===== config.mk =====
export PLATFORM = sky130hd
export DESIGN_NAME = npc_top
export DESIGN_NICKNAME = d
export VERILOG_FILES = /design/src/common/bpu_pkg.sv /design/src/hdl/npc_top.sv /design/src/hdl/core_npc.sv /design/src/hdl/bpu_update.sv /design/src/hdl/ras_stack.sv /design/src/bpu_tables/dir_predictor.sv /design/src/bpu_tables/btb_table.sv
export SDC_FILE = /design/constraint.sdc
export NUM_CORES = 2
export LEC_CHECK = 0
export BUFFER_PORTS_ARGS = -buffer_cell sky130_fd_sc_hd__buf_4
export CAP_MARGIN = 20
export CORE_MARGIN = 1.5
export CORE_UTILIZATION = 47
export CTS_BUF_LIST = sky130_fd_sc_hd__clkbuf_16
export CTS_CLUSTER_SIZE = 24
export DETAILED_ROUTE_END_ITERATION = 6
export GPL_ROUTABILITY_DRIVEN = 0
export PLACE_DENSITY = 0.73
export SLEW_MARGIN = 0
export SYNTH_ARGS = -nofsm -noshare
export SYNTH_HDL_FRONTEND = slang
export SYNTH_HIERARCHICAL = 1
export SYNTH_SLANG_ARGS = --single-unit

===== constraint.sdc =====
create_clock -name clk -period 7.67 [get_ports clk]
set_input_delay 0.3835 -clock clk [delete_from_list [all_inputs] [get_ports clk]]
set_output_delay 0.3835 -clock clk [all_outputs]
set_load 0.02 [all_outputs]

===== src/common/bpu_pkg.sv =====
package bpu_pkg;

  // return stack geometry
  localparam int RAS_DEPTH = 8;
  localparam int RAS_PTR_W = 3;

  // btb tag sits just above the index bits
  localparam int BTB_TAG_W = 8;

  // local history length per branch
  localparam int HIST_W = 4;

  typedef enum logic [1:0] {
    NPC    = 2'd0,
    CALL   = 2'd1,
    RETURN = 2'd2,
    IMM    = 2'd3
  } target_type_e;

  typedef struct packed {
    logic                 valid;
    logic                 fsc;
    logic [BTB_TAG_W-1:0] tag;
    logic                 dir_type;
    target_type_e         target_type;
    logic [29:0]          target_pc;
  } btb_entry_t;

  typedef struct packed {
    logic                 taken;
    logic [31:0]          predict_pc;
    logic [1:0]           lphr;
    logic [HIST_W-1:0]    history;
    target_type_e         target_type;
    logic                 dir_type;
    logic [RAS_PTR_W-1:0] ras_ptr;
  } bpu_predict_t;

  typedef struct packed {
    logic                 miss;
    logic [31:0]          pc;
    logic [31:0]          true_target;
    logic                 true_taken;
    logic                 true_dir;
    target_type_e         true_target_type;
    logic [1:0]           lphr;
    logic [HIST_W-1:0]    history;
    logic [RAS_PTR_W-1:0] ras_ptr;
  } bpu_correct_t;

  // four-state counter step
  function automatic logic [1:0] next_lphr(input logic [1:0] cnt, input logic taken);
    case (cnt)
      2'b00:   return {1'b0, taken};
      2'b01:   return {taken, 1'b0};
      2'b10:   return {taken, 1'b1};
      default: return {1'b1, taken};
    endcase
  endfunction

endpackage

===== src/hdl/npc_top.sv =====
`timescale 1ns/100ps

module npc_top import bpu_pkg::*; #(
  parameter int          BTB_ADDR_W = 6,
  parameter int          BHT_ADDR_W = 4,
  parameter logic [31:0] RESET_PC   = 32'h1c00_0000
) (
  input  logic             clk,
  input  logic             rst_n,
  input  logic             stall_i,
  input  logic             redirect_i,
  input  logic [31:0]      redirect_pc_i,
  input  bpu_correct_t     correct_i,
  output logic [1:0][31:0] pc_o,
  output logic [1:0]       valid_o,
  output bpu_predict_t     predict_o
);

  localparam int PHT_ADDR_W = HIST_W + 2;

  logic [BTB_ADDR_W-1:0] btb_raddr;
  btb_entry_t            btb_rdata;
  logic                  btb_we;
  logic [BTB_ADDR_W-1:0] btb_waddr;
  btb_entry_t            btb_wdata;

  logic [31:0]           dir_pc;
  logic [HIST_W-1:0]     history;
  logic [1:0]            lphr;
  logic                  bht_we;
  logic [BHT_ADDR_W-1:0] bht_waddr;
  logic [HIST_W-1:0]     bht_wdata;
  logic                  pht_we;
  logic [PHT_ADDR_W-1:0] pht_waddr;
  logic [1:0]            pht_wdata;

  logic                  ras_push;
  logic                  ras_pop;
  logic [31:0]           ras_push_pc;
  logic [31:0]           ras_top;
  logic [RAS_PTR_W-1:0]  ras_ptr;
  logic                  ras_fix;
  logic [RAS_PTR_W-1:0]  ras_fix_ptr;
  logic                  ras_fix_push;
  logic [31:0]           ras_fix_pc;

  core_npc #(
    .BTB_ADDR_W(BTB_ADDR_W),
    .RESET_PC  (RESET_PC)
  ) u_core_npc (
    .clk          (clk),
    .rst_n        (rst_n),
    .stall_i      (stall_i),
    .redirect_i   (redirect_i),
    .redirect_pc_i(redirect_pc_i),
    .btb_entry_i  (btb_rdata),
    .lphr_i       (lphr),
    .history_i    (history),
    .ras_top_i    (ras_top),
    .ras_ptr_i    (ras_ptr),
    .btb_raddr_o  (btb_raddr),
    .dir_pc_o     (dir_pc),
    .ras_push_o   (ras_push),
    .ras_pop_o    (ras_pop),
    .ras_push_pc_o(ras_push_pc),
    .pc_o         (pc_o),
    .valid_o      (valid_o),
    .predict_o    (predict_o)
  );

  // read follows the pc register enable so the entry stays aligned
  btb_table #(
    .BTB_ADDR_W(BTB_ADDR_W)
  ) u_btb_table (
    .clk    (clk),
    .rst_n  (rst_n),
    .re_i   (!stall_i || redirect_i),
    .raddr_i(btb_raddr),
    .we_i   (btb_we),
    .waddr_i(btb_waddr),
    .wdata_i(btb_wdata),
    .rdata_o(btb_rdata)
  );

  dir_predictor #(
    .BHT_ADDR_W(BHT_ADDR_W)
  ) u_dir_predictor (
    .clk        (clk),
    .rst_n      (rst_n),
    .pc_i       (dir_pc),
    .bht_we_i   (bht_we),
    .bht_waddr_i(bht_waddr),
    .bht_wdata_i(bht_wdata),
    .pht_we_i   (pht_we),
    .pht_waddr_i(pht_waddr),
    .pht_wdata_i(pht_wdata),
    .history_o  (history),
    .lphr_o     (lphr)
  );

  ras_stack u_ras_stack (
    .clk       (clk),
    .rst_n     (rst_n),
    .stall_i   (stall_i),
    .push_i    (ras_push),
    .pop_i     (ras_pop),
    .push_pc_i (ras_push_pc),
    .fix_i     (ras_fix),
    .fix_ptr_i (ras_fix_ptr),
    .fix_push_i(ras_fix_push),
    .fix_pc_i  (ras_fix_pc),
    .top_o     (ras_top),
    .ptr_o     (ras_ptr)
  );

  bpu_update #(
    .BTB_ADDR_W(BTB_ADDR_W),
    .BHT_ADDR_W(BHT_ADDR_W)
  ) u_bpu_update (
    .correct_i     (correct_i),
    .btb_we_o      (btb_we),
    .btb_waddr_o   (btb_waddr),
    .btb_wdata_o   (btb_wdata),
    .bht_we_o      (bht_we),
    .bht_waddr_o   (bht_waddr),
    .bht_wdata_o   (bht_wdata),
    .pht_we_o      (pht_we),
    .pht_waddr_o   (pht_waddr),
    .pht_wdata_o   (pht_wdata),
    .ras_fix_o     (ras_fix),
    .ras_fix_ptr_o (ras_fix_ptr),
    .ras_fix_push_o(ras_fix_push),
    .ras_fix_pc_o  (ras_fix_pc)
  );

endmodule


===== src/hdl/core_npc.sv =====
`timescale 1ns/100ps

module core_npc import bpu_pkg::*; #(
  parameter int          BTB_ADDR_W = 6,
  parameter logic [31:0] RESET_PC   = 32'h1c00_0000
) (
  input  logic                  clk,
  input  logic                  rst_n,
  input  logic                  stall_i,
  input  logic                  redirect_i,
  input  logic [31:0]           redirect_pc_i,
  input  btb_entry_t            btb_entry_i,
  input  logic [1:0]            lphr_i,
  input  logic [HIST_W-1:0]     history_i,
  input  logic [31:0]           ras_top_i,
  input  logic [RAS_PTR_W-1:0]  ras_ptr_i,
  output logic [BTB_ADDR_W-1:0] btb_raddr_o,
  output logic [31:0]           dir_pc_o,
  output logic                  ras_push_o,
  output logic                  ras_pop_o,
  output logic [31:0]           ras_push_pc_o,
  output logic [1:0][31:0]      pc_o,
  output logic [1:0]            valid_o,
  output bpu_predict_t          predict_o
);

  logic [31:0]          pc_q;
  logic [31:0]          ppc;
  logic [31:0]          seq_pc;
  logic [31:0]          jump_pc;
  logic [BTB_TAG_W-1:0] pc_tag;
  logic                 pc_en;
  logic                 hit;
  logic                 taken;

  // redirect still lands while stalled
  assign pc_en = !stall_i || redirect_i;

  always_ff @(posedge clk) begin
    if (!rst_n) begin
      pc_q <= RESET_PC;
    end else if (pc_en) begin
      pc_q <= ppc;
    end
  end

  // pair is always 8-byte aligned, pc_q[2] only marks the start slot
  assign pc_o[0] = {pc_q[31:3], 1'b0, pc_q[1:0]};
  assign pc_o[1] = {pc_q[31:3], 1'b1, pc_q[1:0]};

  assign dir_pc_o = pc_q;

  // btb entry read last cycle belongs to pc_q
  assign pc_tag = pc_q[BTB_TAG_W+BTB_ADDR_W+2:BTB_ADDR_W+3];
  assign hit    = btb_entry_i.valid && (btb_entry_i.tag == pc_tag) &&
                  (!pc_q[2] || btb_entry_i.fsc);
  assign taken  = hit && (btb_entry_i.target_type != NPC) &&
                  (!btb_entry_i.dir_type || lphr_i[1]);

  always_comb begin
    seq_pc = {pc_q[31:3], 3'b000} + 32'd8;
    if (btb_entry_i.target_type == RETURN) begin
      jump_pc = ras_top_i;
    end else begin
      jump_pc = {btb_entry_i.target_pc, 2'b00};
    end
    if (redirect_i) begin
      ppc = redirect_pc_i;
    end else if (taken) begin
      ppc = jump_pc;
    end else begin
      ppc = seq_pc;
    end
  end

  assign btb_raddr_o = ppc[BTB_ADDR_W+2:3];

  always_comb begin
    if (stall_i) begin
      valid_o = 2'b00;
    end else if (taken && !btb_entry_i.fsc) begin
      // taken from slot 0 kills slot 1
      valid_o = 2'b01;
    end else if (pc_q[2]) begin
      valid_o = 2'b10;
    end else begin
      valid_o = 2'b11;
    end
  end

  // speculative return stack update, dropped on redirect
  assign ras_push_o    = taken && (btb_entry_i.target_type == CALL) && !redirect_i;
  assign ras_pop_o     = taken && (btb_entry_i.target_type == RETURN) && !redirect_i;
  assign ras_push_pc_o = {pc_q[31:3], btb_entry_i.fsc, 2'b00} + 32'd4;

  always_comb begin
    predict_o.taken       = taken;
    predict_o.predict_pc  = ppc;
    predict_o.lphr        = lphr_i;
    predict_o.history     = history_i;
    predict_o.target_type = hit ? btb_entry_i.target_type : NPC;
    predict_o.dir_type    = hit && btb_entry_i.dir_type;
    predict_o.ras_ptr     = ras_ptr_i;
  end

endmodule


===== src/hdl/bpu_update.sv =====
`timescale 1ns/100ps

module bpu_update import bpu_pkg::*; #(
  parameter  int BTB_ADDR_W = 6,
  parameter  int BHT_ADDR_W = 4,
  localparam int PHT_ADDR_W = HIST_W + 2
) (
  input  bpu_correct_t          correct_i,
  output logic                  btb_we_o,
  output logic [BTB_ADDR_W-1:0] btb_waddr_o,
  output btb_entry_t            btb_wdata_o,
  output logic                  bht_we_o,
  output logic [BHT_ADDR_W-1:0] bht_waddr_o,
  output logic [HIST_W-1:0]     bht_wdata_o,
  output logic                  pht_we_o,
  output logic [PHT_ADDR_W-1:0] pht_waddr_o,
  output logic [1:0]            pht_wdata_o,
  output logic                  ras_fix_o,
  output logic [RAS_PTR_W-1:0]  ras_fix_ptr_o,
  output logic                  ras_fix_push_o,
  output logic [31:0]           ras_fix_pc_o
);

  logic [HIST_W-1:0] new_hist;

  assign new_hist = {correct_i.history[HIST_W-2:0], correct_i.true_taken};

  // every miss rewrites the btb entry
  assign btb_we_o    = correct_i.miss;
  assign btb_waddr_o = correct_i.pc[BTB_ADDR_W+2:3];
  always_comb begin
    btb_wdata_o.valid       = 1'b1;
    btb_wdata_o.fsc         = correct_i.pc[2];
    btb_wdata_o.tag         = correct_i.pc[BTB_TAG_W+BTB_ADDR_W+2:BTB_ADDR_W+3];
    btb_wdata_o.dir_type    = correct_i.true_dir;
    btb_wdata_o.target_type = correct_i.true_target_type;
    btb_wdata_o.target_pc   = correct_i.true_target[31:2];
  end

  // direction tables only train on conditional branches
  assign bht_we_o    = correct_i.miss && correct_i.true_dir;
  assign bht_waddr_o = correct_i.pc[BHT_ADDR_W+2:3] ^
                       correct_i.pc[2*BHT_ADDR_W+2:BHT_ADDR_W+3];
  assign bht_wdata_o = new_hist;

  assign pht_we_o    = correct_i.miss && correct_i.true_dir;
  assign pht_waddr_o = {correct_i.pc[11:10], new_hist};
  assign pht_wdata_o = next_lphr(correct_i.lphr, correct_i.true_taken);

  assign ras_fix_o      = correct_i.miss;
  assign ras_fix_ptr_o  = correct_i.ras_ptr;
  assign ras_fix_push_o = (correct_i.true_target_type == CALL);
  assign ras_fix_pc_o   = correct_i.pc + 32'd4;

endmodule


===== src/hdl/ras_stack.sv =====
`timescale 1ns/100ps

module ras_stack import bpu_pkg::*; (
  input  logic                 clk,
  input  logic                 rst_n,
  input  logic                 stall_i,
  input  logic                 push_i,
  input  logic                 pop_i,
  input  logic [31:0]          push_pc_i,
  input  logic                 fix_i,
  input  logic [RAS_PTR_W-1:0] fix_ptr_i,
  input  logic                 fix_push_i,
  input  logic [31:0]          fix_pc_i,
  output logic [31:0]          top_o,
  output logic [RAS_PTR_W-1:0] ptr_o
);

  logic [31:0]          stack_q [RAS_DEPTH];
  logic [RAS_PTR_W-1:0] ptr_q;
  logic [RAS_PTR_W-1:0] top_idx;
  logic                 spec_push;
  logic                 spec_pop;

  assign spec_push = !stall_i && push_i;
  assign spec_pop  = !stall_i && pop_i;

  // ptr points at the next free slot, wraps around
  always_ff @(posedge clk) begin
    if (!rst_n) begin
      ptr_q <= '0;
    end else if (spec_push) begin
      ptr_q <= ptr_q + 1'b1;
    end else if (spec_pop) begin
      ptr_q <= ptr_q - 1'b1;
    end else if (fix_i) begin
      ptr_q <= fix_push_i ? fix_ptr_i + 1'b1 : fix_ptr_i;
    end
  end

  always_ff @(posedge clk) begin
    if (spec_push) begin
      stack_q[ptr_q] <= push_pc_i;
    end else if (!spec_pop && fix_i && fix_push_i) begin
      stack_q[fix_ptr_i] <= fix_pc_i;
    end
  end

  assign top_idx = ptr_q - 1'b1;
  assign top_o   = stack_q[top_idx];
  assign ptr_o   = ptr_q;

endmodule


===== src/bpu_tables/dir_predictor.sv =====
`timescale 1ns/100ps

module dir_predictor import bpu_pkg::*; #(
  parameter  int BHT_ADDR_W = 4,
  localparam int PHT_ADDR_W = HIST_W + 2
) (
  input  logic                  clk,
  input  logic                  rst_n,
  input  logic [31:0]           pc_i,
  input  logic                  bht_we_i,
  input  logic [BHT_ADDR_W-1:0] bht_waddr_i,
  input  logic [HIST_W-1:0]     bht_wdata_i,
  input  logic                  pht_we_i,
  input  logic [PHT_ADDR_W-1:0] pht_waddr_i,
  input  logic [1:0]            pht_wdata_i,
  output logic [HIST_W-1:0]     history_o,
  output logic [1:0]            lphr_o
);

  localparam int BHT_DEPTH = 1 << BHT_ADDR_W;
  localparam int PHT_DEPTH = 1 << PHT_ADDR_W;

  logic [HIST_W-1:0]     bht_q [BHT_DEPTH];
  logic [1:0]            pht_q [PHT_DEPTH];
  logic [BHT_ADDR_W-1:0] bht_raddr;
  logic [PHT_ADDR_W-1:0] pht_raddr;

  // two pc fields folded together
  assign bht_raddr = pc_i[BHT_ADDR_W+2:3] ^ pc_i[2*BHT_ADDR_W+2:BHT_ADDR_W+3];
  assign history_o = bht_q[bht_raddr];

  assign pht_raddr = {pc_i[11:10], history_o};
  assign lphr_o    = pht_q[pht_raddr];

  always_ff @(posedge clk) begin
    if (!rst_n) begin
      for (int i = 0; i < BHT_DEPTH; i++) begin
        bht_q[i] <= '0;
      end
    end else if (bht_we_i) begin
      bht_q[bht_waddr_i] <= bht_wdata_i;
    end
  end

  // counters start at strongly not taken
  always_ff @(posedge clk) begin
    if (!rst_n) begin
      for (int i = 0; i < PHT_DEPTH; i++) begin
        pht_q[i] <= 2'b00;
      end
    end else if (pht_we_i) begin
      pht_q[pht_waddr_i] <= pht_wdata_i;
    end
  end

endmodule


===== src/bpu_tables/btb_table.sv =====
`timescale 1ns/100ps

module btb_table import bpu_pkg::*; #(
  parameter int BTB_ADDR_W = 6
) (
  input  logic                  clk,
  input  logic                  rst_n,
  input  logic                  re_i,
  input  logic [BTB_ADDR_W-1:0] raddr_i,
  input  logic                  we_i,
  input  logic [BTB_ADDR_W-1:0] waddr_i,
  input  btb_entry_t            wdata_i,
  output btb_entry_t            rdata_o
);

  localparam int DEPTH = 1 << BTB_ADDR_W;

  btb_entry_t       mem_q [DEPTH];
  logic [DEPTH-1:0] valid_q;
  btb_entry_t       rd_entry_q;
  logic             rd_valid_q;
  logic             bypass;

  // same-cycle write is visible to the read
  assign bypass = we_i && (waddr_i == raddr_i);

  always_ff @(posedge clk) begin
    if (we_i) begin
      mem_q[waddr_i] <= wdata_i;
    end
  end

  always_ff @(posedge clk) begin
    if (!rst_n) begin
      valid_q <= '0;
    end else if (we_i) begin
      valid_q[waddr_i] <= wdata_i.valid;
    end
  end

  always_ff @(posedge clk) begin
    if (!rst_n) begin
      rd_valid_q <= 1'b0;
    end else if (re_i) begin
      rd_valid_q <= bypass ? wdata_i.valid : valid_q[raddr_i];
    end
  end

  always_ff @(posedge clk) begin
    if (re_i) begin
      rd_entry_q <= bypass ? wdata_i : mem_q[raddr_i];
    end
  end

  always_comb begin
    rdata_o       = rd_entry_q;
    rdata_o.valid = rd_valid_q;
  end

endmodule


==> results by group <==
Timing
  – Setup TNS: 0 ns
  – Fmax: 135.3 MHz
  – Fin Clk Skew: 0.05458 ns
  – Rel. slew slack: 0.2094
  – Fin. max-slew vios: 0
  – Final period util: 0.9639
  – Worst slew pin tran: 1.183 ns
  – Final setup vio count: 0
  – Post-route minimum period: 7.393 ns
  – Unrepaired setup endpoints after global routing: no
  – Final hold viol count: 0

Layout
  – Final #Nets: 8,309
  – Layout Utilization: 0.5323
  – Layout cells sized above 1: 0.1718
  – Layout fillers: 21,714
  – Design area: 151,600 um^2
  – Layout area overhead: 12.81%
  – Post-Layout Cell Count: 12,210

Clock network
  – Clock latency on the worst-skew pair: 0.89 ns
  – Worst-path clk slew: 0.06 ns
  – Clock sinks: 3,278
  – CTS tree: built
  – Post-CTS setup buffer count: 0
  – CTS H-tree depth: 5
  – CTS Buf Count: 317
  – Clk buf depth: 4
  – Clk root buf: clkbuf_16

Worst setup path
  – Worst EP required: 8.31 ns
  – Critical path fanouts, max: 99
  – Startpoint Class: flip-flop
  – Nature of the critical path endpoint: flip-flop
  – WP data arrival: 8.03 ns
  – Slowest cell on the critical path: mux4_2
  – Worst-path cell chain: xor2_1 > buf_4 > mux4_2 > nor3b_1 > a31oi_1 > o21ai_4 > buf_12 > mux2i_1 > a222oi_1 > nand4_1 > and4_1 > nor2b_1 > nor4_1 > and4_4 > mux2i_1 > o21ai_4 > buf_4 > buf_12 > mux2i_1 > a22oi_1 > nand3_1 > nand4_1 > a221o_1
  – Critical path's largest stage delay: 0.51 ns
  – Crit Path Category: flip-flop to flip-flop
  – Cell mode on critical path: mux2i_1

Power
  – VDD IR max: 0.0002266 V
  – Gate power share: 0.099
  – Sw frac: 0.2356
  – Part of the power in registers: 0.513
  – Clock share of power: 0.389
  – NetSw: 9273 uW
  – P per Cell Area: 259.7 nW/um^2
  – Leakage power: 0.05052 uW
  – Cell Int Power: 30,080 uW

Placed design
  – Dpl hpwl: 194,000 um
  – Placed insts: 11,588
  – Post-DP Area: 140,900 um^2
  – PortBufs: 219

Die
  – # IOs: 225
  – Initial Utilization: 0.4718
  – Die Ht: 537.6 um
  – Core area: 284,700 um^2
  – Row cnt: 196
  – Die area: 289,000 um^2
  – Die W: 537.6 um

Synthesis
  – Ys flop type: edfxtp_1
  – Avg Cell Area, Syn: 16.89 um^2
  – Syn Inst Count: 7,952
  – Ys Warns: 6
  – Synthesized flop and latch total: 3,278
  – Post-synth EDFFs: 3,178
  – FFs w/ async S/R, synth: 0
  – Synth cell types: 82
  – Synth Cell Area: 134,300 um^2
  – Register area share after synthesis: 0.7253

Global routing
  – Grt ovf: 0
  – Largest net degree at the start of global routing: 118
  – Initial antenna violation count: 20
  – Gr usage total: 0.2378
  – First-pass GRT wire length: 501,800 um
  – Vias in the first global route: 74,120

Worst hold path
  – Hold crit path type: input pin to flip-flop

Drt
  – Vias after detailed routing: 75,715
  – 1st-pass router iterations: 7
  – ANT nets after route: 0
  – Initial DRC count: 10,445
  – Final wirelength: 350,800 um
  – Drt wl/cell: 28.73 um
  – Vias per Instance: 6.201
  – Detailed-route DRC error count: 0

Status
  – Status: complete, no violations

Run
  – Max-cap violation count: 0
==> repair_timing <==
item / in CTS / in global routing
endpoints found under the setup margin: 0 / 37
hold buffers: 35 / 0
hold endpoints to repair: 41 / 0
resized for setup: 0 / 4
==> routing by layer <==
metal  vias up  global-route usage  wire, um
li1      31738                   -         -
met1     38729              0.3245    135300
met2      4478              0.3717    161400
met3       752             0.05861     40950
met4        18             0.08547     13030
met5         -                   0       117
==> state kept, by name, indices dropped and copies added, names as in the netlist, 3 cells and up <==
register	flops
u_ras_stack/ptr_o	3
u_ras_stack/stack_q	256
u_dir_predictor/pht_q	128
u_core_npc/dir_pc_o	32
u_btb_table/rdata_o	42
u_btb_table/valid_q	64
u_dir_predictor/bht_q	64
u_btb_table/mem_q	2688
==> power by group through the flow <==
stage,Sequential (uW),Combinational (uW),Clock (uW)
after floorplan,20300,2590,0
after global placement,20500,3720,0
after detailed placement,20500,3800,0
after CTS,20200,3830,15500
after global routing,20200,4080,16100
final,20200,3880,15300
==> cells in the final DEF, fill, tap and decap left out, types with 52 or more instances in the layout <==
cell type | synthesis | final
nor2_4 | 0 | 67
xnor2_1 | 63 | 63
inv_1 | 19 | 66
clkinv_1 | 3 | 74
buf_4 | 177 | 484
mux2_2 | 68 | 68
mux4_2 | 242 | 242
a21boi_0 | 64 | 64
a22oi_1 | 378 | 378
o21ai_0 | 143 | 137
mux2i_1 | 1120 | 1119
nor2_1 | 247 | 182
and3_1 | 141 | 140
buf_12 | 4 | 52
edfxtp_1 | 3178 | 3178
clkinv_2 | 0 | 54
nand3_1 | 216 | 216
and2_1 | 73 | 72
clkbuf_16 | 0 | 328
a21oi_1 | 250 | 250
nand4_1 | 64 | 64
nand2_1 | 440 | 439
dfxtp_1 | 100 | 99
==> final cells by class <==
class	instances	area (um^2)	area share
antenna	9	22.52	0.0001486
clock buffer	328	8208	0.05416
clock inverter	241	1906	0.01257
inverter	24	90.09	0.0005944
multi-input combinational	3990	34010	0.2244
sequential	3278	97440	0.6429
tap	3762	4707	0.03106
timing repair buffer	578	5166	0.03409
==> through the flow <==
step	total power, uW	hold slack [ns]	setup slack (ns)
2_1_floorplan	22910	0.4523	0.3761
3_3_place_gp	24250	0.4652	0.1550
3_5_place_dp	24340	0.4765	0.08774
4_1_cts	39440	0.001682	0.09543
5_1_grt	40400	0.03807	0.03436
6_report	39350	0.02678	0.2765
==> logic make-up after synthesis <==
logic type      count (synthesis)  synth area share
other cells                     3        0.00008382
xor+xnor                      109          0.007218
simple gates                 1351           0.04874
mux                          1515            0.1405
fa+ha+maj                       8         0.0007078
buf+inv                       686           0.02768
compound gates               1002           0.04979
flops                        3278            0.7253
==> path summary, 6_finish.rpt <==
kind | start | end | slack (ns) | cells past startpoint
max reg2reg | u_core_npc/dir_pc_o[3]$_SDFFE_PN0P_ | u_btb_table/rdata_o[0]$_DFFE_PP_ | 0.28 | 23
max | u_core_npc/dir_pc_o[3]$_SDFFE_PN0P_ | u_btb_table/rdata_o[0]$_DFFE_PP_ | 0.28 | 23
min | correct_i[36] | u_btb_table/mem_q[42][21]$_DFFE_PP_ | 0.03 | 1
min reg2reg | u_btb_table/valid_q[46]$_SDFFE_PN0P_ | u_btb_table/valid_q[46]$_SDFFE_PN0P_ | 0.48 | 2
==> critical path, delay by kind of cell (launching register included) <==
family / cells / cell delay [ns]
DFF: 1 / 0.36
AOI/OAI and AO/OA: 6 / 1.62
and+or+nand+nor: 8 / 2.14
xor gates and xnor gates: 1 / 0.22
muxes: 4 / 1.20
buffers and inverters: 4 / 1.45
==> cells in the mapped netlist, types with 32 or more instances <==
cell,count,area [um^2]
edfxtp_1,3178,95430
mux2i_1,1120,11210
nand2_1,440,1652
a22oi_1,378,2838
a21oi_1,250,1251
nor2_1,247,927.1
mux4_2,242,5450
nand3_1,216,1081
clkbuf_1,215,807.0
buf_2,208,1041
buf_4,177,1329
o21ai_0,143,715.7
and3_1,141,882.1
dfxtp_1,100,2002
and2_1,73,456.7
mux2_2,68,765.7
a21boi_0,64,480.5
nand4_1,64,400.4
xnor2_1,63,551.8
o22ai_1,47,294.0
nor4_1,46,287.8
xor2_1,44,385.4
a221o_1,41,410.4
buf_1,37,138.9
mux2_1,32,360.4
Note: power is estimated with default switching activity, not from simulation.
